<file path="src/design/riscv_pkg.sv">
package riscv_pkg;

    typedef logic [31:0] word_t;
    typedef logic [31:0] instr_t;
    typedef logic [4:0]  reg_idx_t;
    typedef logic [3:0]  alu_op_t;

    localparam alu_op_t ALU_ADD    = 4'd0;
    localparam alu_op_t ALU_SUB    = 4'd1;
    localparam alu_op_t ALU_SLL    = 4'd2;
    localparam alu_op_t ALU_SLT    = 4'd3;
    localparam alu_op_t ALU_SLTU   = 4'd4;
    localparam alu_op_t ALU_XOR    = 4'd5;
    localparam alu_op_t ALU_SRL    = 4'd6;
    localparam alu_op_t ALU_SRA    = 4'd7;
    localparam alu_op_t ALU_OR     = 4'd8;
    localparam alu_op_t ALU_AND    = 4'd9;
    localparam alu_op_t ALU_PASS_B = 4'd10;

    // major opcodes handled by the slice.
    localparam logic [6:0] OPC_OP     = 7'b0110011;
    localparam logic [6:0] OPC_OP_IMM = 7'b0010011;
    localparam logic [6:0] OPC_LUI    = 7'b0110111;

    localparam logic [2:0] F3_ADD_SUB = 3'b000;
    localparam logic [2:0] F3_SLL     = 3'b001;
    localparam logic [2:0] F3_SLT     = 3'b010;
    localparam logic [2:0] F3_SLTU    = 3'b011;
    localparam logic [2:0] F3_XOR     = 3'b100;
    localparam logic [2:0] F3_SRL_SRA = 3'b101;
    localparam logic [2:0] F3_OR      = 3'b110;
    localparam logic [2:0] F3_AND     = 3'b111;

    // funct7 selects sub and sra when it holds the alternate value.
    localparam logic [6:0] F7_BASE = 7'b0000000;
    localparam logic [6:0] F7_ALT  = 7'b0100000;

endpackage
</file>
<file path="src/design/exec_core.sv">
`timescale 1ns/1ps

module exec_core #(
    parameter int reg_addr_width = 5
) (
    input  logic                clk,
    input  logic                rst_n,
    input  logic                instr_valid,
    input  riscv_pkg::instr_t   instr,
    output logic                wb_valid,
    output riscv_pkg::reg_idx_t wb_rd,
    output riscv_pkg::word_t    wb_data,
    output logic                illegal
);

    riscv_pkg::reg_idx_t rs1;
    riscv_pkg::reg_idx_t rs2;
    riscv_pkg::reg_idx_t rd;
    riscv_pkg::word_t    imm;
    logic                use_imm;
    riscv_pkg::alu_op_t  alu_op;
    logic                writes_rd;
    logic                legal;
    riscv_pkg::word_t    rs1_data;
    riscv_pkg::word_t    rs2_data;
    logic                ex_valid;
    riscv_pkg::reg_idx_t ex_rd;
    riscv_pkg::word_t    ex_a;
    riscv_pkg::word_t    ex_b;
    riscv_pkg::alu_op_t  ex_op;
    logic                ex_writes;
    logic                ex_illegal;
    riscv_pkg::word_t    ex_result;
    logic                write_en;

    // writeback happens in the execute cycle, so the write port is driven from the issue stage.
    assign write_en = ex_valid && ex_writes;
    assign wb_valid = write_en;
    assign wb_rd    = ex_rd;
    assign wb_data  = ex_result;
    assign illegal  = ex_valid && ex_illegal;

    instr_decoder #(.reg_addr_width(reg_addr_width)) instr_decoder_inst (
        .instr(instr), .rs1(rs1), .rs2(rs2), .rd(rd), .imm(imm), .use_imm(use_imm),
        .alu_op(alu_op), .writes_rd(writes_rd), .legal(legal)
    );

    reg_file #(.reg_addr_width(reg_addr_width)) reg_file_inst (
        .clk(clk), .rst_n(rst_n), .rs1_addr(rs1), .rs2_addr(rs2),
        .rs1_data(rs1_data), .rs2_data(rs2_data), .rd_addr(ex_rd),
        .rd_data(ex_result), .write_en(write_en)
    );

    issue_stage issue_stage_inst (
        .clk(clk), .rst_n(rst_n), .instr_valid(instr_valid), .rd(rd),
        .rs1_data(rs1_data), .rs2_data(rs2_data), .imm(imm), .use_imm(use_imm),
        .writes_rd(writes_rd), .legal(legal), .alu_op(alu_op), .ex_valid(ex_valid),
        .ex_rd(ex_rd), .ex_a(ex_a), .ex_b(ex_b), .ex_op(ex_op),
        .ex_writes(ex_writes), .ex_illegal(ex_illegal)
    );

    alu alu_inst (
        .a(ex_a), .b(ex_b), .op(ex_op), .result(ex_result)
    );

endmodule

</file>
<file path="src/design/issue_stage.sv">
`timescale 1ns/1ps

module issue_stage (
    input  logic                clk,
    input  logic                rst_n,
    input  logic                instr_valid,
    input  riscv_pkg::reg_idx_t rd,
    input  riscv_pkg::word_t    rs1_data,
    input  riscv_pkg::word_t    rs2_data,
    input  riscv_pkg::word_t    imm,
    input  logic                use_imm,
    input  logic                writes_rd,
    input  logic                legal,
    input  riscv_pkg::alu_op_t  alu_op,
    output logic                ex_valid,
    output riscv_pkg::reg_idx_t ex_rd,
    output riscv_pkg::word_t    ex_a,
    output riscv_pkg::word_t    ex_b,
    output riscv_pkg::alu_op_t  ex_op,
    output logic                ex_writes,
    output logic                ex_illegal
);

    riscv_pkg::word_t b_sel;

    assign b_sel = use_imm ? imm : rs2_data;

    always_ff @(posedge clk or negedge rst_n) begin
        if (!rst_n) begin
            ex_valid   <= 1'b0;
            ex_writes  <= 1'b0;
            ex_illegal <= 1'b0;
        end else begin
            ex_valid <= instr_valid;
            if (instr_valid) begin
                ex_writes  <= writes_rd;
                ex_illegal <= !legal;
            end
        end
    end

    always_ff @(posedge clk) begin
        if (instr_valid) begin
            ex_rd <= rd;
            ex_a  <= rs1_data;
            ex_b  <= b_sel;
            ex_op <= alu_op;
        end
    end

    // an illegal instruction must never reach the register file write port.
    no_illegal_write: assert property (
        @(posedge clk) disable iff (!rst_n) ex_valid |-> !(ex_writes && ex_illegal)
    ) else $error("illegal instruction marked as writing rd");

endmodule

</file>
<file path="src/design/instr_decoder.sv">
`timescale 1ns/1ps

module instr_decoder #(
    parameter int reg_addr_width = 5
) (
    input  riscv_pkg::instr_t   instr,
    output riscv_pkg::reg_idx_t rs1,
    output riscv_pkg::reg_idx_t rs2,
    output riscv_pkg::reg_idx_t rd,
    output riscv_pkg::word_t    imm,
    output logic                use_imm,
    output riscv_pkg::alu_op_t  alu_op,
    output logic                writes_rd,
    output logic                legal
);

    logic [6:0] opcode;
    logic [2:0] funct3;
    logic [6:0] funct7;
    logic       enc_ok;
    logic       uses_rs1;
    logic       uses_rs2;
    logic       regs_ok;

    assign opcode = instr[6:0];
    assign funct3 = instr[14:12];
    assign funct7 = instr[31:25];
    assign rd     = instr[11:7];
    assign rs1    = instr[19:15];
    assign rs2    = instr[24:20];

    assign imm = (opcode == riscv_pkg::OPC_LUI) ? {instr[31:12], 12'b0}
                                                : {{20{instr[31]}}, instr[31:20]};

    always_comb begin
        enc_ok   = 1'b1;
        uses_rs1 = 1'b1;
        uses_rs2 = 1'b0;
        use_imm  = 1'b1;
        case (funct3)
            riscv_pkg::F3_ADD_SUB: alu_op = riscv_pkg::ALU_ADD;
            riscv_pkg::F3_SLL:     alu_op = riscv_pkg::ALU_SLL;
            riscv_pkg::F3_SLT:     alu_op = riscv_pkg::ALU_SLT;
            riscv_pkg::F3_SLTU:    alu_op = riscv_pkg::ALU_SLTU;
            riscv_pkg::F3_XOR:     alu_op = riscv_pkg::ALU_XOR;
            riscv_pkg::F3_SRL_SRA: alu_op = funct7[5] ? riscv_pkg::ALU_SRA : riscv_pkg::ALU_SRL;
            riscv_pkg::F3_OR:      alu_op = riscv_pkg::ALU_OR;
            default:               alu_op = riscv_pkg::ALU_AND;
        endcase

        case (opcode)
            riscv_pkg::OPC_OP: begin
                use_imm  = 1'b0;
                uses_rs2 = 1'b1;
                if (funct3 == riscv_pkg::F3_ADD_SUB && funct7 == riscv_pkg::F7_ALT) begin
                    alu_op = riscv_pkg::ALU_SUB;
                end else if (funct7 != riscv_pkg::F7_BASE) begin
                    enc_ok = (funct3 == riscv_pkg::F3_SRL_SRA && funct7 == riscv_pkg::F7_ALT);
                end
            end
            riscv_pkg::OPC_OP_IMM: begin
                // only the shifts carry a funct7 field in the immediate.
                if (funct3 == riscv_pkg::F3_SLL) begin
                    enc_ok = (funct7 == riscv_pkg::F7_BASE);
                end else if (funct3 == riscv_pkg::F3_SRL_SRA) begin
                    enc_ok = (funct7 == riscv_pkg::F7_BASE || funct7 == riscv_pkg::F7_ALT);
                end
            end
            riscv_pkg::OPC_LUI: begin
                uses_rs1 = 1'b0;
                alu_op   = riscv_pkg::ALU_PASS_B;
            end
            default: begin
                enc_ok = 1'b0;
            end
        endcase
    end

    // the rv32e file has only 16 registers, so a higher index is rejected.
    assign regs_ok = (int'(rd) < 2**reg_addr_width)
                  && (!uses_rs1 || int'(rs1) < 2**reg_addr_width)
                  && (!uses_rs2 || int'(rs2) < 2**reg_addr_width);

    assign legal     = enc_ok && regs_ok;
    assign writes_rd = legal;

endmodule

</file>
<file path="src/design/reg_file.sv">
`timescale 1ns/1ps

module reg_file #(
    parameter int reg_addr_width = 5
) (
    input  logic                clk,
    input  logic                rst_n,
    input  riscv_pkg::reg_idx_t rs1_addr,
    input  riscv_pkg::reg_idx_t rs2_addr,
    output riscv_pkg::word_t    rs1_data,
    output riscv_pkg::word_t    rs2_data,
    input  riscv_pkg::reg_idx_t rd_addr,
    input  riscv_pkg::word_t    rd_data,
    input  logic                write_en
);

    riscv_pkg::word_t          regs [2**reg_addr_width];
    logic [reg_addr_width-1:0] rs1_sel;
    logic [reg_addr_width-1:0] rs2_sel;
    logic [reg_addr_width-1:0] rd_sel;

    assign rs1_sel = rs1_addr[reg_addr_width-1:0];
    assign rs2_sel = rs2_addr[reg_addr_width-1:0];
    assign rd_sel  = rd_addr[reg_addr_width-1:0];

    // a write in the same cycle is forwarded so a dependent instruction needs no stall.
    always_comb begin
        if (rs1_addr == '0) begin
            rs1_data = '0;
        end else if (write_en && rd_addr == rs1_addr) begin
            rs1_data = rd_data;
        end else begin
            rs1_data = regs[rs1_sel];
        end

        if (rs2_addr == '0) begin
            rs2_data = '0;
        end else if (write_en && rd_addr == rs2_addr) begin
            rs2_data = rd_data;
        end else begin
            rs2_data = regs[rs2_sel];
        end
    end

    always_ff @(posedge clk or negedge rst_n) begin
        if (!rst_n) begin
            for (int i = 0; i < 2**reg_addr_width; i++) begin
                regs[i] <= '0;
            end
        end else if (write_en && rd_addr != '0) begin
            regs[rd_sel] <= rd_data;
        end
    end

    x0_stays_zero: assert property (
        @(posedge clk) disable iff (!rst_n) write_en |=> regs[0] == '0
    ) else $error("x0 holds a nonzero value after a write");

endmodule

</file>
<file path="src/design/alu.sv">
`timescale 1ns/1ps

module alu (
    input  riscv_pkg::word_t   a,
    input  riscv_pkg::word_t   b,
    input  riscv_pkg::alu_op_t op,
    output riscv_pkg::word_t   result
);

    logic [4:0] shamt;
    logic       lt_signed;
    logic       lt_unsigned;

    assign shamt       = b[4:0];
    assign lt_signed   = $signed(a) < $signed(b);
    assign lt_unsigned = a < b;

    always_comb begin
        case (op)
            riscv_pkg::ALU_ADD: begin
                result = a + b;
            end
            riscv_pkg::ALU_SUB: begin
                result = a - b;
            end
            riscv_pkg::ALU_SLL: begin
                result = a << shamt;
            end
            riscv_pkg::ALU_SLT: begin
                result = {31'b0, lt_signed};
            end
            riscv_pkg::ALU_SLTU: begin
                result = {31'b0, lt_unsigned};
            end
            riscv_pkg::ALU_XOR: begin
                result = a ^ b;
            end
            riscv_pkg::ALU_SRL: begin
                result = a >> shamt;
            end
            riscv_pkg::ALU_SRA: begin
                result = riscv_pkg::word_t'($signed(a) >>> shamt);
            end
            riscv_pkg::ALU_OR: begin
                result = a | b;
            end
            riscv_pkg::ALU_AND: begin
                result = a & b;
            end
            riscv_pkg::ALU_PASS_B: begin
                result = b;
            end
            default: begin
                result = '0;
            end
        endcase
    end

endmodule

</file>
<file path="config.mk">
export PLATFORM = sky130hd
export DESIGN_NAME = exec_core
export DESIGN_NICKNAME = d
export VERILOG_FILES = /design/src/design/riscv_pkg.sv /design/src/design/exec_core.sv /design/src/design/issue_stage.sv /design/src/design/instr_decoder.sv /design/src/design/reg_file.sv /design/src/design/alu.sv
export SDC_FILE = /design/constraint.sdc
export NUM_CORES = 2
export LEC_CHECK = 0
export BUFFER_PORTS_ARGS = -buffer_cell sky130_fd_sc_hd__clkbuf_2
export CELL_PAD_IN_SITES_DETAIL_PLACEMENT = 0
export CELL_PAD_IN_SITES_GLOBAL_PLACEMENT = 1
export CORE_AREA = 4 4 376 378
export DETAILED_ROUTE_END_ITERATION = 10
export DIE_AREA = 0 0 380 382
export HOLD_SLACK_MARGIN = 0.06
export PLACE_DENSITY = 0.84
export SLEW_MARGIN = 20
export SYNTH_ARGS = -nofsm -noshare
export SYNTH_HDL_FRONTEND = slang
export SYNTH_SLANG_ARGS = --single-unit
</file>
<file path="constraint.sdc">
create_clock -name clk -period 3.9 [get_ports clk]
set_input_delay 0.39 -clock clk [delete_from_list [all_inputs] [get_ports clk]]
set_output_delay 0.39 -clock clk [all_outputs]
set_load 0.005 [all_outputs]
</file>
---- Word-level counts from Yosys, hierarchy flattened ----
Cells that the tools add are included.
storage, ports and cells
  bits in registers ....................... 1100
  logic and storage cells ................. 119
  output and inout port bits .............. 39
cells by class
  order comparisons ....................... 6
  bitwise logic cells ..................... 6
  equality and inequality tests ........... 22
  add/sub/neg operators ................... 2
  mux-type cells .......................... 24
  reduce and logical (&&, ||, !) cells .... 17
  shift-type cells ........................ 3
operators with widths
  cell                                                                   count
  1024-bit bitwise mux                                                   1
  32-bit case mux with 11 select lines                                   1
  32-bit binary-select mux with 5-bit select                             2
  32-bit 2-to-1 mux                                                      9
  32-bit demux with 5-bit select                                         1
  32-bit less-than comparator                                            2
  32-bit adder                                                           1
  32-bit AND                                                             1
  32-bit bitwise OR                                                      1
  32-bit by 5-bit left shift with 32-bit output                          1
  32-bit by 5-bit >> shifter with 32-bit output                          1
  32-bit by 5-bit >>> shifter with 32-bit output                         1
  32-bit subtractor                                                      1
  32-bit bitwise XOR                                                     1
  31-bit 2-to-1 mux                                                      1
  4-bit case mux with 7 select lines                                     1
  7-bit by 6-bit equality test with 1-bit output, second input constant  3
  6-bit greater-or-equal comparator, second input constant               3
  5-bit NOT with 6-bit output                                            3
  4-bit by 3-bit equality test with 1-bit output, second input constant  4
  4-bit equality test, second input constant                             3
  5-bit equality test                                                    2
  5-bit logical NOT                                                      2
  3-bit equality test, second input constant                             3
  other kinds (18)                                                       31

---- Depth between registers and ports, before layout ----
  depth after elaboration ................. 7
  mapped depth ............................ 17

---- Modules after synthesis ----
A second synthesis with hierarchy kept.
unflattened totals
  cells, all modules ...................... 5250
  area total of the unflattened synthesis .. 67210.7 um2
by module, submodules not included
  module         area an instance (um2)  cells each  seq. area each (um2)  times used
  reg_file       54892.6                 3770        25624.6               1
  alu            8874.8                  1277        0.0                   1
  issue_stage    2836.5                  115         2267.2                1
  instr_decoder  594.3                   86          0.0                   1
  exec_core      12.5                    2           0.0                   1

---- Worst setup path after synthesis ----
No wires, ideal clock.
  path type ............................... register to output
  from .................................... register issue_stage_inst.ex_b[3]
  to ...................................... output wb_data[20]
  setup slack ............................. -0.365 ns
  cell stages (with the launch flop) ...... 17
  data required time ...................... 3.510 ns
  data arrival time ....................... 3.875 ns
  path through ............................ edfxtp_1 clkinv_1 buf_1 clkbuf_1 buf_1 ha_1 nor2_1 a211oi_1 o211ai_1 nand2_1 o21a_1 nor4b_1 mux2i_1 o21ai_1 a21oi_1 buf_2 inv_1
between the ends
  longest elaborated chain between the ends .. 2
  elaborated cells between the ends (all ways) .. 6
  those cells by class .................... 2 x add/sub; 3 x shift; 1 x mux
ends and longest elaborated chain
  element                                          RTL line           text
  start, declared                                  issue_stage.sv:18  output riscv_pkg::word_t ex_b,
  start signal, assigned                           issue_stage.sv:46  ex_b <= b_sel;
  32-bit subtractor, or another cell as far along  alu.sv:24          result = a - b;
  32-bit case mux with 11 select lines *           alu.sv:19          case (op)
  end, declared                                    exec_core.sv:12    output riscv_pkg::word_t wb_data,
Every way passes the cells marked *; elsewhere a longest branch is shown, timed or not.

---- Worst setup path after layout ----
  from .................................... register issue_stage_inst.ex_a[0]
  to ...................................... output wb_data[30]
between the ends
  longest elaborated chain between the ends .. 2
  elaborated cells between the ends (all ways) .. 6
  those cells by class .................... 2 x add/sub; 3 x shift; 1 x mux
ends and longest elaborated chain
  element                                          RTL line           text
  start, declared                                  issue_stage.sv:17  output riscv_pkg::word_t ex_a,
  start signal, assigned                           issue_stage.sv:45  ex_a <= rs1_data;
  32-bit subtractor, or another cell as far along  alu.sv:24
  32-bit case mux with 11 select lines *           alu.sv:19
Marked as above.

==> impl_metrics.csv <==
group,metric,value,unit
status,status,"finished with violations",
status,violations,"negative setup slack",
setup_path,cp-end-kind,"primary output",
route,drt_iter0_markers,7493,
global_route,busiest_layer,"met2",
setup_path,crit_arrival,4.17,ns
cells_and_area,drive_above_1_share,32.1,%
clocking,insertion_delay,0.75,ns
global_route,globalRouteMet2Util,52.2,%
power,power_frac_clock,31.7,%
cells_and_area,num-fill-cells,11185,
sta,rsz0062_at_grt,"yes",
global_route,grt_usage,34.5,%
die,die_h,382,µm
yosys,synth_nets,6122,
global_route,grt_max_degree,97,
sta,timing.slew.headroom,18.2,%
clocking,cts_root_buf,"clkbuf_16",
setup_path,worstReg2RegStart,"issue_stage_inst.ex_a[0]",
power,swShare,32.1,%
yosys,netlist_top_cells_count,"1195 x nand2_1, 1050 x o21ai_0, 1027 x dfrtp_1",
setup_path,required,3.51,ns
sta,hold_viol_final,0,
yosys,syn_area,64700,µm²
sta,slew_violations,0,
yosys,ys_ff_latch,1100,
global_route,first_global_vias,53632,
setup_path,cp-start-kind,"flop",
placement,portBuffers,73,
power,finalPower,35.2,mW
flow_run,maxCapViolations,0,
clocking,cts_made_buffers,113,
sta,period_share,117,%
die,coreArea,137000,µm²
route,viasPerCell,6.67,
yosys,yosysMostFrequentCell,"nand2_1",
yosys,synth_warnings,0,
worst_hold_path,min_path_type,"in2reg",
power,power_frac_comb,28.2,%
power,internal_power,23.9,mW
die,design.die.area,145000,µm²
power,power.density,450,nW/µm²
route,ant_nets,0,
worst_hold_path,min_to,"issue_stage_inst.ex_b[12]",
die,die_x,380,µm
yosys,yosysTopAreaCell,"dfrtp_1",
cells_and_area,fin_nets,6419,
sta,skew,0.0466,ns
setup_path,r2r_cells,18,
yosys,synth_top_area_share,39.7,%
route,wire_per_inst,31.0,µm
yosys,ys_seq_area_share,43.1,%
global_route,use_met1,46.4,%
yosys,synthArstFlopShare,93.4,%
setup_path,cp_max_fo,3,
route,num_vias,54499,
setup_path,critical_path_class,"reg2out",
clocking,htreeDepth,3,
sta,min_period,4.56,ns
sta,worstMarginPinSlew,1.23,ns
cells_and_area,final_area,78300,µm²
global_route,grt_pass1_wl,370000,µm
setup_path,r2r_slack,-0.16,ns
die,row_count,136,
worst_hold_path,hold-path-cell-count,3,
sta,worst_slack,-0.664,ns
yosys,synth_cells,5988,
global_route,grt-ovfl-total,0,
worst_hold_path,holdCritStartpoint,"instr[12]",
route,drt_wl_total,253000,µm
yosys,synth_cell_type_count,90,
power,seq_power_share,40.0,%
clocking,clk_pin_slew,0.06,ns
global_route,antenna_found_initial,8,
sta,setup_viol,54,
yosys,synth_edf_count,73,
die,io_pins,74,
placement,dp.final_hpwl,163000,µm
placement,routabilityCongestion,1.00,
route,post-route-drc-count,0,
placement,postPlaceCellArea,71000,µm²
clocking,clock-sinks,1100,
yosys,ys_top_cells_by_area,"dfrtp_1 40%, mux4_2 24%, o21ai_0 8.1%, nand2_1 6.9%, edfxtp_1 3.4%",
yosys,synth.avg_cell_area,10.8,µm²
power,leakage,33.0,nW
die,start_util,47.0,%
route,dr.pass1.iters,6,
power,ir_worst_vdd,435,µV
sta,fmax,0.219,GHz
clocking,cts_buffer_depth,3,
yosys,synth_flop_cell,"dfrtp_1",
power,p_switching,11.3,mW
clocking,cts_tree,"done",
setup_path,r2r-end,"issue_stage_inst.ex_b[0]",
global_route,use_met3,8.85,%
setup_path,crit_start,"issue_stage_inst.ex_a[0]",
cells_and_area,syn2layout_area_growth,21.0,%
## worst max-delay path: stages, from the launching register on
cell	delay, ns
edfxtp_1	0.44
ha_2	0.24
fa_2	0.42
a21oi_4	0.18
o22ai_4	0.11
o31ai_4	0.30
o2111ai_1	0.17
buf_4	0.18
a21oi_4	0.16
o21ai_2	0.12
a311oi_2	0.28
mux2i_1	0.16
nor3_4	0.22
buf_12	0.16
clkinvlp_4	0.13
clkbuf_2	0.14
## timing repair
item | 4_1_cts | 5_1_grt
cloned | 8 | 3
hold buffers | 8 | 0
pin swaps | 89 | 76
setup endpoints to repair | 329 | 243
resized for setup | 344 | 205
endpoints found under the hold margin | 77 | 0
setup buffers | 78 | 60
## how the worst max path moves through the flow
stage	endpoint	depth (start not counted)	slack, ns
2_1_floorplan	wb_data[25]	17	0.01
3_3_place_gp	wb_data[30]	15	-0.20
3_5_place_dp	wb_data[0]	15	-0.25
4_1_cts	wb_data[30]	15	-0.70
5_1_grt	wb_data[30]	15	-0.73
6_report	wb_data[30]	15	-0.66
## routing by layer
layer,vias up,wire (µm)
met5,-,13
met4,2,15200
met3,775,28900
met1,27576,96200
li1,22684,-
met2,3462,113000
## kinds of logic after synthesis
kind of cell,share of synthesized area (%)
flip-flops,43.1
XOR/XNOR,0.176
adder cells (fa/ha/maj),1.94
buffers and inverters,4.61
AND/OR/NAND/NOR,10.0
multiplexers,25.4
AO/OA/AOI/OAI,14.7
## layout make-up
class	instances	area (µm²)	share of cell area, %
diodes	6	15.0	0.0192
inverters	138	587	0.750
clock buffers	167	3390	4.33
repair buffers	799	7930	10.1
clock inverters	36	402	0.513
multi-input cells	4133	35800	45.8
well taps	1794	2240	2.87
flip-flops and latches	1100	27900	35.6
## sequential cells by signal (all words and copies together) (netlist names)
name	flops
issue_stage_inst.ex_rd	5
reg_file_inst.regs	1024
issue_stage_inst.ex_writes	1
issue_stage_inst.ex_b	32
issue_stage_inst.ex_valid	1
issue_stage_inst.ex_illegal	1
issue_stage_inst.ex_op	4
issue_stage_inst.ex_a	32
## stage by stage
step / TNS, ns / utilization [%] / hold WS (ns) / instances / setup slack [ns]
final: -12.56 / 56.9 / 0.108 / 8173 / -0.664
after global placement: -7.69 / 51.6 / 0.377 / 7824 / -0.197
after CTS: -12.49 / 56.0 / 0.0710 / 8116 / -0.703
after floorplan: 0 / - / 0.0944 / 5988 / 0.0146
after global routing: -20.07 / 56.9 / 0.116 / 8171 / -0.726
after detailed placement: -16.04 / 51.6 / 0.382 / 7824 / -0.249
## power groups by stage
stage	logic (mW)	clock network, mW	registers, mW
floorplan	5.04	0	13.9
global placement	8.49	0	14.1
detailed placement	8.61	0	14.2
CTS	9.36	11.2	14.0
global route	10.6	11.7	14.2
finish	9.95	11.2	14.1
## placed cells by master, fill, tap and decap left out, types with 24 or more instances in the layout
| cell | n |
|---|---|
| a21oi_2 | 34 |
| o211ai_1 | 27 |
| buf_6 | 69 |
| clkinv_2 | 24 |
| mux2_2 | 24 |
| nand3_1 | 30 |
| nor2_1 | 148 |
| buf_12 | 115 |
| ha_1 | 65 |
| nand2_1 | 1154 |
| nor2b_1 | 45 |
| o21ai_1 | 97 |
| nand2_4 | 31 |
| nor3_1 | 29 |
| clkbuf_8 | 28 |
| buf_4 | 529 |
| dfrtp_1 | 1027 |
| a211oi_1 | 74 |
| a21oi_1 | 123 |
| clkbuf_16 | 120 |
| o21ai_0 | 996 |
| mux4_2 | 689 |
| inv_1 | 95 |
| mux2i_1 | 42 |
| clkbuf_2 | 53 |
| edfxtp_1 | 73 |
(Power assumes the default switching activity.)
